**src/bank_pkg.sv**
```systemverilog
// Shared record layout, command and result codes and APB register map for the account engine
`default_nettype none

package bank_pkg;

	// Account payload pieces
	typedef logic [7:0] tag_t;      // Hash of the owner key
	typedef logic [39:0] balance_t;
	typedef logic [31:0] amount_t;

	// Stored record, tag on top
	typedef struct packed
	{
		tag_t tag;
		balance_t balance;
	} account_rec_t;

	typedef enum logic [1:0]
	{
		CMD_NONE,
		CMD_OPEN,
		CMD_DEPOSIT,
		CMD_WITHDRAW
	} command_t;

	typedef enum logic [1:0]
	{
		RES_OK,
		RES_BAD_KEY,
		RES_INSUFFICIENT,
		RES_REJECTED   // Command collided with a running one
	} result_t;

	localparam tag_t HASH_SEED = 8'h5A;

	// Byte offsets on the APB side
	localparam logic [7:0] REG_CTRL = 8'h00;
	localparam logic [7:0] REG_ACCOUNT = 8'h04;
	localparam logic [7:0] REG_KEY = 8'h08;
	localparam logic [7:0] REG_AMOUNT = 8'h0C;
	localparam logic [7:0] REG_STATUS = 8'h10;  // busy, done, result[3:2]
	localparam logic [7:0] REG_BAL_LO = 8'h14;
	localparam logic [7:0] REG_BAL_HI = 8'h18;

endpackage

`default_nettype wire

```
**src/account_ram.sv**
```systemverilog
// Single-port account memory with registered read data, one cycle of read latency
`default_nettype none

module account_ram #(
	parameter int ACCOUNT_COUNT = 16,
	localparam int INDEX_WIDTH = $clog2(ACCOUNT_COUNT)
) (
	input logic clock,
	input logic ram_read,
	input logic ram_write,
	input logic [INDEX_WIDTH-1:0] account,
	input bank_pkg::account_rec_t write_data,
	output bank_pkg::account_rec_t read_data
);
	import bank_pkg::*;

	// Undefined until the account is opened
	account_rec_t memory [ACCOUNT_COUNT];

	always_ff @(posedge clock)
	begin
		if (ram_write)
			memory[account] <= write_data;
		if (ram_read)
			read_data <= memory[account];  // Valid the following cycle
	end

endmodule

`default_nettype wire

```
**src/apb_regs.sv**
```systemverilog
// APB slave holding the host argument registers, status view and the transaction start pulse
`default_nettype none

module apb_regs #(
	parameter int ACCOUNT_COUNT = 16,
	localparam int INDEX_WIDTH = $clog2(ACCOUNT_COUNT)
) (
	input logic clock,
	input logic reset,
	input logic psel,
	input logic penable,
	input logic pwrite,
	input logic [7:0] paddr,
	input logic [31:0] pwdata,
	output logic [31:0] prdata,
	output logic pready,
	output logic pslverr,
	input logic busy,
	input logic done,
	input bank_pkg::result_t result,
	input bank_pkg::balance_t balance,
	output logic start,
	output bank_pkg::command_t command,
	output logic [INDEX_WIDTH-1:0] account,
	output logic [7:0] key,
	output bank_pkg::amount_t amount
);
	import bank_pkg::*;

	logic access;
	logic locked;          // Transaction running or about to start
	logic known_address;
	logic ctrl_write;
	logic collision;
	logic accept;
	logic rejected;
	logic busy_q;
	command_t write_command;
	result_t status_result;

	assign access = psel & penable;
	assign locked = busy | start;
	assign write_command = command_t'(pwdata[1:0]);

	assign ctrl_write = access & pwrite & (paddr == REG_CTRL) & (write_command != CMD_NONE);
	assign collision = ctrl_write & locked;
	assign accept = ctrl_write & ~locked;

	assign pready = 1'b1;  // No wait states
	assign pslverr = access & (~known_address | collision);

	// A rejected write shows until the running transaction reports its own result
	assign status_result = rejected ? RES_REJECTED : result;

	always_ff @(posedge clock)
	begin
		if (reset)
		begin
			start <= 1'b0;
			command <= CMD_NONE;
			rejected <= 1'b0;
			busy_q <= 1'b0;
		end
		else
		begin
			start <= accept;
			busy_q <= busy;
			if (accept)
			begin
				command <= write_command;
				rejected <= 1'b0;
			end
			else if (collision)
				rejected <= 1'b1;
			else if (busy_q & ~busy)
				rejected <= 1'b0;  // Finished transaction owns the result again
		end
	end

	// Arguments are frozen while a transaction runs
	always_ff @(posedge clock)
	begin
		if (access & pwrite & ~locked)
		begin
			case (paddr)
				REG_ACCOUNT: account <= pwdata[INDEX_WIDTH-1:0];
				REG_KEY: key <= pwdata[7:0];
				REG_AMOUNT: amount <= pwdata;
				default: ;
			endcase
		end
	end

	always_comb
	begin
		known_address = 1'b1;
		case (paddr)
			REG_CTRL: prdata = 32'(command);
			REG_ACCOUNT: prdata = 32'(account);
			REG_KEY: prdata = 32'(key);
			REG_AMOUNT: prdata = amount;
			REG_STATUS: prdata = {28'd0, status_result, done, locked};
			REG_BAL_LO: prdata = balance[31:0];
			REG_BAL_HI: prdata = 32'(balance[39:32]);
			default:
			begin
				prdata = '0;
				known_address = 1'b0;
			end
		endcase
	end

endmodule

`default_nettype wire

```
**src/balance_datapath.sv**
```systemverilog
// Record register, tag check and balance arithmetic producing the verdict and the record to store
`default_nettype none

module balance_datapath (
	input logic clock,
	input logic reset,
	input logic load_record,
	input logic commit,
	input bank_pkg::command_t command,
	input bank_pkg::amount_t amount,
	input bank_pkg::tag_t tag,
	input bank_pkg::account_rec_t stored,
	output bank_pkg::result_t verdict,
	output bank_pkg::account_rec_t new_record,
	output bank_pkg::balance_t balance
);
	import bank_pkg::*;

	account_rec_t record;
	balance_t wide_amount;

	assign wide_amount = balance_t'(amount);

	always_ff @(posedge clock)
	begin
		if (load_record)
			record <= stored;
	end

	always_comb
	begin
		if (command == CMD_OPEN)
			verdict = RES_OK;  // Fresh record, nothing to check against
		else if (tag != record.tag)
			verdict = RES_BAD_KEY;
		else if (command == CMD_WITHDRAW && wide_amount > record.balance)
			verdict = RES_INSUFFICIENT;
		else
			verdict = RES_OK;
	end

	always_comb
	begin
		new_record.tag = tag;
		case (command)
			CMD_DEPOSIT: new_record.balance = record.balance + wide_amount;
			CMD_WITHDRAW: new_record.balance = record.balance - wide_amount;
			default: new_record.balance = wide_amount;  // Opening balance
		endcase
	end

	// Host-visible balance
	always_ff @(posedge clock)
	begin
		if (reset)
			balance <= '0;
		else if (commit)
			balance <= new_record.balance;
		else if (load_record)
			balance <= stored.balance;
	end

endmodule

`default_nettype wire

```
**src/bank_top.sv**
```systemverilog
// Account transaction engine top level, connecting the APB registers, sequencer, hash, datapath and RAM
`default_nettype none

module bank_top #(
	parameter int ACCOUNT_COUNT = 16,
	parameter int HASH_ROUNDS = 8
) (
	input logic clock,
	input logic reset,
	input logic psel,
	input logic penable,
	input logic pwrite,
	input logic [7:0] paddr,
	input logic [31:0] pwdata,
	output logic [31:0] prdata,
	output logic pready,
	output logic pslverr
);
	import bank_pkg::*;

	localparam int INDEX_WIDTH = $clog2(ACCOUNT_COUNT);

	// Host arguments
	logic start;
	command_t command;
	logic [INDEX_WIDTH-1:0] account;
	logic [7:0] key;
	amount_t amount;

	// Sequencer strobes and status
	logic busy;
	logic done;
	result_t result;
	logic ram_read;
	logic ram_write;
	logic hash_start;
	logic load_record;
	logic commit;

	// Datapath
	tag_t tag;
	logic hash_done;
	result_t verdict;
	account_rec_t stored;
	account_rec_t new_record;
	balance_t balance;

	apb_regs #(.ACCOUNT_COUNT(ACCOUNT_COUNT)) regs (.clock(clock), .reset(reset), .psel(psel),
		.penable(penable), .pwrite(pwrite), .paddr(paddr), .pwdata(pwdata), .prdata(prdata),
		.pready(pready), .pslverr(pslverr), .busy(busy), .done(done), .result(result),
		.balance(balance), .start(start), .command(command), .account(account), .key(key),
		.amount(amount));

	transaction_control control (.clock(clock), .reset(reset), .start(start), .command(command),
		.hash_done(hash_done), .verdict(verdict), .busy(busy), .done(done), .result(result),
		.ram_read(ram_read), .ram_write(ram_write), .hash_start(hash_start),
		.load_record(load_record), .commit(commit));

	key_hash #(.HASH_ROUNDS(HASH_ROUNDS)) hash (.clock(clock), .reset(reset),
		.hash_start(hash_start), .key(key), .tag(tag), .hash_done(hash_done));

	balance_datapath verdata (.clock(clock), .reset(reset), .load_record(load_record),
		.commit(commit), .command(command), .amount(amount), .tag(tag), .stored(stored),
		.verdict(verdict), .new_record(new_record), .balance(balance));

	account_ram #(.ACCOUNT_COUNT(ACCOUNT_COUNT)) ram (.clock(clock), .ram_read(ram_read),
		.ram_write(ram_write), .account(account), .write_data(new_record), .read_data(stored));

endmodule

`default_nettype wire

```
**src/key_hash.sv**
```systemverilog
// Multi-round key scrambler producing the account tag, started by a pulse and ending with hash_done
`default_nettype none

module key_hash #(
	parameter int HASH_ROUNDS = 8
) (
	input logic clock,
	input logic reset,
	input logic hash_start,
	input logic [7:0] key,
	output bank_pkg::tag_t tag,
	output logic hash_done
);
	import bank_pkg::*;

	localparam int ROUND_WIDTH = $clog2(HASH_ROUNDS + 1);
	localparam logic [ROUND_WIDTH-1:0] LAST_ROUND = ROUND_WIDTH'(HASH_ROUNDS - 1);

	logic running;
	logic [ROUND_WIDTH-1:0] round;

	// One round: rotate left, then mix in seed plus round number
	function automatic tag_t mix(input tag_t value, input logic [ROUND_WIDTH-1:0] index);
		return {value[6:0], value[7]} ^ (HASH_SEED + tag_t'(index));
	endfunction

	always_ff @(posedge clock)
	begin
		if (reset)
		begin
			running <= 1'b0;
			round <= '0;
			hash_done <= 1'b0;
		end
		else
		begin
			hash_done <= 1'b0;
			if (hash_start)
			begin
				round <= ROUND_WIDTH'(1);  // Round 0 applied at load
				running <= (HASH_ROUNDS > 1);
				hash_done <= (HASH_ROUNDS == 1);
			end
			else if (running)
			begin
				round <= round + 1'b1;
				if (round == LAST_ROUND)
				begin
					running <= 1'b0;
					hash_done <= 1'b1;
				end
			end
		end
	end

	always_ff @(posedge clock)
	begin
		if (hash_start)
			tag <= mix(key, '0);
		else if (running)
			tag <= mix(tag, round);
	end

endmodule

`default_nettype wire

```
**src/transaction_control.sv**
```systemverilog
// Sequencer FSM stepping each account transaction through read, hash, check and write
`default_nettype none

module transaction_control (
	input logic clock,
	input logic reset,
	input logic start,
	input bank_pkg::command_t command,
	input logic hash_done,
	input bank_pkg::result_t verdict,
	output logic busy,
	output logic done,
	output bank_pkg::result_t result,
	output logic ram_read,
	output logic ram_write,
	output logic hash_start,
	output logic load_record,
	output logic commit
);
	import bank_pkg::*;

	typedef enum logic [2:0]
	{
		S_IDLE,
		S_READ,
		S_LOAD,
		S_HASH,
		S_CHECK,
		S_WRITE,
		S_FINISH   // Waiting with done raised
	} state_t;

	state_t state;
	state_t next_state;
	logic is_open;

	assign is_open = (command == CMD_OPEN);

	always_comb
	begin
		next_state = state;
		case (state)
			S_IDLE, S_FINISH:
				if (start)
					next_state = is_open ? S_LOAD : S_READ;  // Open has nothing to read
			S_READ: next_state = S_LOAD;
			S_LOAD: next_state = S_HASH;
			S_HASH:
				if (hash_done)
					next_state = is_open ? S_WRITE : S_CHECK;
			S_CHECK: next_state = (verdict == RES_OK) ? S_WRITE : S_FINISH;
			S_WRITE: next_state = S_FINISH;
			default: next_state = S_IDLE;
		endcase
	end

	always_ff @(posedge clock)
	begin
		if (reset)
		begin
			state <= S_IDLE;
			result <= RES_OK;
		end
		else
		begin
			state <= next_state;
			if (state == S_CHECK && verdict != RES_OK)
				result <= verdict;
			else if (state == S_WRITE)
				result <= RES_OK;
		end
	end

	// Moore outputs
	assign busy = (state != S_IDLE) && (state != S_FINISH);
	assign done = (state == S_FINISH);
	assign ram_read = (state == S_READ);
	assign load_record = (state == S_LOAD) && !is_open;  // RAM data valid here
	assign hash_start = (state == S_LOAD);
	assign ram_write = (state == S_WRITE);
	assign commit = (state == S_WRITE);

endmodule

`default_nettype wire
```
**config.mk**
```make
export PLATFORM = sky130hd
export DESIGN_NAME = bank_top
export DESIGN_NICKNAME = d
export VERILOG_FILES = /design/src/bank_pkg.sv /design/src/account_ram.sv /design/src/apb_regs.sv /design/src/balance_datapath.sv /design/src/bank_top.sv /design/src/key_hash.sv /design/src/transaction_control.sv
export SDC_FILE = /design/constraint.sdc
export NUM_CORES = 1
export LEC_CHECK = 0
export ABC_AREA = 1
export BUFFER_PORTS_ARGS = -buffer_cell sky130_fd_sc_hd__buf_2
export CELL_PAD_IN_SITES_DETAIL_PLACEMENT = 0
export CELL_PAD_IN_SITES_GLOBAL_PLACEMENT = 1
export CORE_UTILIZATION = 40
export DETAILED_ROUTE_END_ITERATION = 10
export PLACE_DENSITY = 0.68
export RECOVER_POWER = 50
export SKIP_CTS_REPAIR_TIMING = 1
export SYNTH_ARGS = -nofsm -noshare
export SYNTH_HDL_FRONTEND = slang
export SYNTH_SLANG_ARGS = --single-unit
```
**constraint.sdc**
```tcl
create_clock -name clock -period 4.79 [get_ports clock]
set_clock_uncertainty 0.15 [all_clocks]
set_input_delay 0.2395 -clock clock [delete_from_list [all_inputs] [get_ports clock]]
set_output_delay 0.2395 -clock clock [all_outputs]
set_load 0.05 [all_outputs]
```
# Word-level counts from Yosys, hierarchy flattened
# Memory sizes are Yosys's and may differ from the RTL's. A register that Yosys moved wholly into a read port is not among the register bits.
# Cells that the tools add are included.
[word_totals]
regBits = 156
elab_cells = 113
ram_bits = 768
inputBits = 45
output_inout_bits = 34
n_memories = 1
[classes]
n_addsub = 4
n_reduce_logical = 24
n_lt_le_gt_ge = 1
bitwise = 17
mux = 29
eq_ne = 20
[mem_list]
columns = ["memory", "depth", "word_bits", "read_ports", "rd_clocked_by_memory_dff", "write_ports", "line", "rtl"]
rows = [
  ["ram.memory", 16, 48, 1, 1, 1, "account_ram.sv:18", "account_rec_t memory [ACCOUNT_COUNT];"],
]
[ops]
columns = ["op", "count"]
rows = [
  ["case mux 32 bit (7 select lines)", 1],
  ["two-way mux 40 bit", 2],
  ["case mux 40 bit (2 select lines)", 1],
  ["adder 40 x 32 -> 40 bit", 1],
  ["> comparator 32 x 40 -> 1 bit", 1],
  ["subtractor 40 x 32 -> 40 bit", 1],
  ["equality test 8 x 5 -> 1 bit, second input constant", 3],
  ["case mux 3 bit (6 select lines)", 1],
  ["equality test 8 x 4 -> 1 bit, second input constant", 2],
  ["two-way mux 2 bit", 8],
  ["two-way mux 8 bit", 2],
  ["two-way mux 1 bit", 12],
  ["nonzero test 2 bit", 6],
  ["AND 1 bit", 9],
  ["equality test 3 bit, second input constant", 3],
  ["adder 7 x 4 -> 8 bit, first input constant", 1],
  ["equality test 8 x 3 -> 1 bit, second input constant", 1],
  ["zero test 8 bit", 1],
  ["inequality test 8 bit", 1],
  ["AND reduction 2 bit", 4],
  ["XOR 8 bit", 1],
  ["OR reduction 7 bit", 1],
  ["equality test 3 x 2 -> 1 bit, second input constant", 2],
  ["two-way mux 3 bit", 2],
  ["18 further kinds", 28],
]

# Logic depth before layout (Yosys ltp)
# Gate-level depths: netlist of run 1.
[logic_depth]
depth_word = 8
ltp_mapped = 19
depth_no_buf = 18

# Modules after synthesis
# A second synthesis of run 1 with hierarchy kept.
[hier_totals]
cells_unflattened = 5191
hier_area_um2 = 46823.7
[by_module_without_submodules]
columns = ["mod", "cells_per_inst", "seq_area_each_um2", "instances", "area_per_inst_um2"]
rows = [
  ["account_ram", 3155, 24503.5, 1, 33714.8],
  ["balance_datapath", 1680, 2242.2, 1, 9755.6],
  ["apb_regs", 215, 1421.4, 1, 2298.5],
  ["key_hash", 80, 360.3, 1, 704.4],
  ["transaction_control", 61, 100.1, 1, 350.3],
]

# Worst setup path before layout of run 1
# No wires, ideal clock.
[synth_path]
path_kind = "register -> register"
start = "register control.state[1]"
end = "register ram.read_data[0] (netlist name)"
arrival_ns = 3.750
n_path_buf = 0
slack_ns = 0.374
t_required_ns = 4.125
setup_ns = 0.515
path_stages_with_launch = 2
cell_sequence = "dfxtp_1 nor3_1"
[synth_between]
elab_chain_len = 1
[synth_rtl]
columns = ["element", "line", "rtl"]
rows = [
  ["from (decl)", "transaction_control.sv:33", "state_t state;"],
  ["from (signal assigned)", "transaction_control.sv:66", "state <= next_state;"],
  ["equality test 3 x 1 -> 1 bit", "transaction_control.sv:77", "assign ram_read = (state == S_READ);"],
]
# No other way between the ends.
# A chain may end at the register's enable or synchronous reset.

==> qor.txt, run 1 <==
Maximum number of pins on one net before global-route repair -> 114
Mux contribution to synthesized area -> 0.000236
Placement Setup Slack -> 1.14 ns
Total track usage -> 0.257
Ports -> 79
Max-slew violations -> 249
Worst path cell trace -> nor2_2 -> clkbuf_4 -> a22oi_1 -> a21oi_1 -> or4_1
Setup WS post-layout -> 0.537 ns
Clock latency at the later pin of the worst-skew pair -> 0.71 ns
Row Count -> 119
Crit path arrival time -> 4.55 ns
WS Path Type -> reg -> reg
Syn_area_per_cell -> 11.6 um^2
Aggregate global routing overflow -> 0
VDD IR-drop max -> 0.286 mV
Hold EP -> regs.start
Residual DRC count -> 0
Routed vias/inst -> 5.71
Flop-to-flop setup slack -> 0.54 ns
Post-Route WL -> 140 mm
Post-synth EDFFs -> 916
Area Growth Syn to Fin -> 13.8%
XOR/XNOR Fraction of Synth Area -> 0.00351
Pre-antenna DRT Iters -> 6
CTS Buffer Depth -> 3
Crit Path Max Fanout -> 113
Core footprint -> 105000 um^2
NumNets Final -> 3916
Hold WS -> -0.0499 ns
Initial Utilization -> 0.403
Die X -> 328 um
Synth Warn # -> 0
R2R Path End -> ram.read_data[17]
Leak Pwr -> 17.0 nW
Critical Path Start Type -> flop
Max-cap violations -> 4
DP Area -> 44900 um^2
Worst hold stages -> 6
Largest family of logic cells by synthesized area -> compound AO/OA/AOI/OAI gates
CTS H-tree lvls -> 3
DRT iter0 DRCs -> 3181
Required @ worst endpoint -> 5.09 ns
Max frequency -> 235 MHz
RSZ-0062 raised after global routing -> false
Die area -> 107000 um^2
Slew @ Worst Pin -> 2.12 ns
Final Core Density -> 0.459
Async S/R FF share, synth -> 0
Slew HR -> -0.411
Setup violations, final -> 0
Post-synthesis sequential area ratio -> 0.675
Die height -> 328 um
Failing checks -> hold timing, capacitance limit, slew limit
Post-DR wirelength/cell -> 26.5 um
CTS Buf Count -> 100
Final Hold Viols -> 1
Synthesized Nets -> 3773
Antenna violations before repair -> 5
Hold crit path type -> in -> reg
Slowest CP cell -> clkbuf_4
Post-synthesis compound-gate area fraction -> 0.130
Final Cycle Share -> 0.888
Status -> complete, but fails checks
First-pass GRT wire length -> 201 mm
CTS tree -> yes
CP peak stage delay -> 1.44 ns
Clock-pin slew on the worst setup and hold paths -> 0.06 ns
Antenna Nets Post-Route -> 0
Pwr dens -> 354 nW/um^2
Placer Congestion -> 0.998
R2R cell count -> 5
Hpwl dp -> 90.2 mm
CP Capture Type -> flop
Post-synthesis adder-cell area fraction -> 0.0207
Fin area -> 48300 um^2
Layout cells sized above 1 -> 0.0757
Post-synthesis cell area -> 42400 um^2
Hold Startpoint -> paddr[4]
Period minus WS final -> 4.25 ns
Via count -> 30100
Origin of the critical flop-to-flop path -> regs.account[1]
Setup Total Neg Slack -> 0 ns
Post-synth top flop -> edfxtp_1
Post-Synth Simple-Gate Area -> 0.118
Root Buffer -> clkbuf_16
Number of synthesized register bits -> 972
Netlist cell types -> 50
CTS sink cnt -> 972
Synth Instances -> 3659
PortBufs -> 77
Vias in the first global route -> 29100
[per-layer routing]
layer / track usage / wire length, um / up-vias
li1: - / - / 13500
met2: 0.420 / 66300 / 1195
met4: 0.113 / 5930 / 0
met3: 0.0344 / 9120 / 237
met1: 0.344 / 58300 / 15200
met5: 0 / 0 / -
[cells in the mapped netlist (all sizes together), types with 7 or more instances]
library cell | n | area (um^2)
o21bai | 10 | 75.1
edfxtp | 916 | 27500
nand2 | 695 | 2610
or4 | 48 | 360
ha | 67 | 838
o22ai | 32 | 200
nor2 | 193 | 769
xor2 | 7 | 61.3
o211ai | 9 | 67.6
clkbuf | 92 | 348
nand4 | 22 | 138
buf | 71 | 393
a22oi | 384 | 2880
inv | 392 | 1470
dfxtp | 56 | 1120
a21oi | 322 | 1610
o221ai | 7 | 61.3
xnor2 | 10 | 87.6
o21ai | 93 | 465
nor3 | 28 | 176
nand3 | 170 | 866
[critical path: cells and delay by family, from the launching register on]
kind	cells	cell delay, ns
DFF	1	0.49
and+or+nand+nor	2	1.28
AOI/OAI and AO/OA	2	0.49
buffers and inverters	1	1.44
[metrics by stage]
| step | cells | power [W] |
|---|---|---|
| 6_report | 5275 | 0.0171 |
| 4_1_cts | 5239 | 0.0172 |
| 5_1_grt | 5274 | 0.0175 |
| 3_3_place_gp | 5056 | 0.00940 |
| 2_1_floorplan | 3659 | 0.00936 |
| 3_5_place_dp | 5056 | 0.00940 |
[sequential cells by signal, indices dropped and copies added (netlist names), 4 cells and up]
name,cells
ram.memory,768
regs.amount,32
hash.tag,8
ram.read_data,48
hash.round,4
regs.key,8
verdata.record,48
verdata.balance,40
regs.account,4
[report_power, final]
part	leakage (nW)	internal [W]	switching [W]	total, W
Clock	1.59	0.00449	0.00336	0.00785
Combinational	6.76	0.0000345	0.0000479	0.0000824
Sequential	8.70	0.00915	0.000000195	0.00915
Total	17.0	0.0137	0.00341	0.0171
[worst max-delay path by stage]
stage                startpoint            endpoint  depth (start not counted)
6_report        regs.account[1]   ram.read_data[17]                          5
5_1_grt        control.state[2]   ram.memory[1][18]                          5
4_1_cts          regs.amount[0]  ram.memory[12][26]                         12
3_5_place_dp     regs.amount[0]  ram.memory[15][26]                         12
3_3_place_gp     regs.amount[0]  ram.memory[15][26]                         12
2_1_floorplan  control.state[1]    ram.read_data[0]                          1
[cell usage in the layout, fill, tap and decap left out, types with 5 or more instances in the layout]
cell           count
o21ai_0           92
edfxtp_1         916
nor3_2             5
clkinv_2          12
clkbuf_1          81
xnor2_1           10
nand2_1          693
o22ai_1           32
ha_1              67
xor2_1             7
bufinv_16         10
nor2_1           169
nand4_1           22
dfxtp_1           56
nor2_2             7
o21bai_1          10
o211ai_1           9
nand3_1          167
buf_4             49
inv_2              5
clkbuf_2          15
or4_1             48
nor2_4            17
a22oi_1          384
dlygate4sd3_1     35
inv_1            388
clkbuf_16        101
a21oi_1          322
buf_2             28
buf_12            13
clkinv_1          22
o221ai_1           7
a31oi_1            5
clkinvlp_4         7
nor3_1            23
[cell families (layout without fill, tap and decap cells)]
kind of cell / count (synthesis) / count (layout)
AO/OA/AOI/OAI: 876 / 876
AND/OR/NAND/NOR: 1164 / 1164
buffers and inverters: 559 / 783
other: 1 / 2
adder cells (fa/ha/maj): 69 / 69
flip-flops: 972 / 972
multiplexers: 1 / 1
XOR/XNOR: 17 / 17
[cell type report]
cell class | instances | area (um^2)
clock buffer | 124 | 2640
timing repair buffer | 204 | 1450
tap | 1391 | 1740
inverter | 396 | 1490
sequential | 972 | 28600
multi-input combinational | 2128 | 11600
clock inverter | 59 | 673
antenna | 1 | 2.50
fill | 9642 | 56900
No activity file was read; power rests on OpenSTA's default activity.
==> run 2: changes to the inputs <==
--- a/config.mk
+++ b/config.mk
@@ -7,11 +7,11 @@
 export LEC_CHECK = 0
 export ABC_AREA = 1
 export BUFFER_PORTS_ARGS = -buffer_cell sky130_fd_sc_hd__buf_2
-export CELL_PAD_IN_SITES_DETAIL_PLACEMENT = 0
-export CELL_PAD_IN_SITES_GLOBAL_PLACEMENT = 1
+export CELL_PAD_IN_SITES_DETAIL_PLACEMENT = 2
+export CELL_PAD_IN_SITES_GLOBAL_PLACEMENT = 2
 export CORE_UTILIZATION = 40
 export DETAILED_ROUTE_END_ITERATION = 10
-export PLACE_DENSITY = 0.68
+export PLACE_DENSITY = 0.77
 export RECOVER_POWER = 50
 export SKIP_CTS_REPAIR_TIMING = 1
 export SYNTH_ARGS = -nofsm -noshare
==> qor.txt, run 2 (synthesis results as in run 1) <==
VDD IR-drop max -> 0.307 mV
Hold Startpoint -> paddr[3]
Area Growth Syn to Fin -> 13.5%
PortBufs -> 77
Pre-antenna DRT Iters -> 6
Internal power -> 0.0135 W
Slowest CP cell -> nor3_1
Clock-pin slew on the worst setup and hold paths -> 0.06 ns
Placed insts -> 5061
Row Count -> 119
CTS Buf Count -> 101
Leak Pwr -> 17.0 nW
Layout cells sized above 1 -> 0.0748
Bufs and invs on worst path -> 3
Core footprint -> 105000 um^2
R2R cell count -> 8
Clock power frac -> 0.468
Die area -> 107000 um^2
Max frequency -> 216 MHz
Max-cap violations -> 8
Fin area -> 48100 um^2
Worst path cell trace -> inv_1 -> nor3_1 -> buf_4 -> nor2_4 -> inv_2 -> o21ai_0 -> a21oi_1 -> nor2_1
CP Capture Type -> flop
Residual DRC count -> 0
DRT iter0 DRCs -> 3828
Fin cells -> 5283
Hold EP -> regs.start
CP peak stage delay -> 1.40 ns
Post-DR wirelength/cell -> 36.7 um
Max reg flops -> 768
Initial Utilization -> 0.403
Setup Total Neg Slack -> 0 ns
Aggregate global routing overflow -> 0
Maximum number of pins on one net before global-route repair -> 125
Placer Congestion -> 0.985
Crit Path Max Fanout -> 35
Slew @ Worst Pin -> 2.49 ns
Net Sw Frac -> 0.222
Total track usage -> 0.348
Psw -> 0.00385 W
Final Cycle Share -> 0.968
CTS sink cnt -> 972
Worst hold stages -> 6
R2R Path End -> verdata.balance[20]
Via count -> 33500
Slew HR -> -0.659
Crit path arrival time -> 5.04 ns
Critical Path Start Type -> flop
Antenna Nets Post-Route -> 0
Post-Route WL -> 194 mm
Flop-to-flop setup slack -> 0.15 ns
Hpwl dp -> 117 mm
Cell family with most CP delay -> simple AND/OR/NAND/NOR gates
First-pass GRT wire length -> 266 mm
Setup violations, final -> 0
CTS tree -> yes
Antenna violations before repair -> 11
Origin of the critical flop-to-flop path -> control.state[2]
Commonest cells after routing, fill and taps aside -> 916 x edfxtp_1, 693 x nand2_1, 388 x inv_1
Reg with most FFs -> ram.memory
Pwr dens -> 361 nW/um^2
Die X -> 328 um
Clock latency at the later pin of the worst-skew pair -> 0.71 ns
CTS Buffer Depth -> 3
Max-slew violations -> 310
WS Path Type -> reg -> reg
Period minus WS final -> 4.64 ns
Commonest non-fill, non-tap cell in the layout -> edfxtp_1
Largest registers -> ram.memory (768), ram.read_data (48), verdata.record (48)
DP Area -> 44800 um^2
Ports -> 79
Die height -> 328 um
Status -> complete, but fails checks
RSZ-0062 raised after global routing -> false
Failing checks -> capacitance limit, slew limit
Reg power frac -> 0.527
Root Buffer -> clkbuf_16
Routed vias/inst -> 6.33
NumNets Final -> 3923
Final Hold Viols -> 0
Hold crit path type -> in -> reg
Vias in the first global route -> 35300
Hold WS -> 0.0353 ns
CTS H-tree lvls -> 3
Required @ worst endpoint -> 5.20 ns
Combinational power share -> 0.005
[run 2: cell types whose count changed in the layout (fill, tap and decap cells not counted), sizes merged, moves of 3 or more]
cell      previous run  this run
buf                 90        95
bufinv              10         5
clkbuf             203       214
clkinv              41        45
clkinvlp             7         1
inv                397       394
[run 2: final cells by class]
class	instances	area, um^2
Fill cell	10700	57000
Sequential cell	972	28600
Multi-Input combinational cell	2128	11600
Clock buffer	134	2730
Tap cell	1391	1740
Inverter	396	1500
Timing Repair Buffer	210	1420
Clock inverter	49	470
Antenna cell	3	7.51
[run 2: worst max-delay path by stage]
stage / start / to / depth (start not counted)
after floorplan: control.state[1] / ram.read_data[0] / 1
after detailed placement: regs.amount[0] / verdata.balance[18] / 15
after global placement: regs.amount[11] / ram.memory[14][21] / 12
after global routing: control.state[1] / verdata.balance[20] / 11
after CTS: regs.amount[0] / verdata.balance[18] / 15
final: control.state[2] / verdata.balance[20] / 8
[run 2: metrics by stage]
step / power, W / util / setup slack [ns]
after floorplan: 0.00936 / - / 0.374
after global routing: 0.0176 / 0.457 / 0.156
after CTS: 0.0173 / 0.457 / 0.491
after global placement: 0.00940 / 0.426 / 0.959
after detailed placement: 0.00940 / 0.426 / 0.644
final: 0.0173 / 0.458 / 0.153
[run 2: power by group through the flow]
stage               logic (W)  clock network (W)  registers [W]
floorplan           0.0000218                  0        0.00933
global placement    0.0000624                  0        0.00933
detailed placement  0.0000644                  0        0.00933
CTS                 0.0000656            0.00807        0.00915
global route        0.0000918            0.00841        0.00914
finish              0.0000890            0.00811        0.00915
[run 2: per-layer routing]
| layer | routed length, um | global-route usage |
|---|---|---|
| met1 | 75000 | 0.446 |
| met2 | 92700 | 0.581 |
| met3 | 14900 | 0.0475 |
| met4 | 11300 | 0.171 |
| met5 | 20 | 0 |
[run 2: tightest hold or removal path, delay by kind of cell]
family,cells,cell delay [ns]
buffers and inverters,1,0.12
and+or+nand+nor,5,0.45
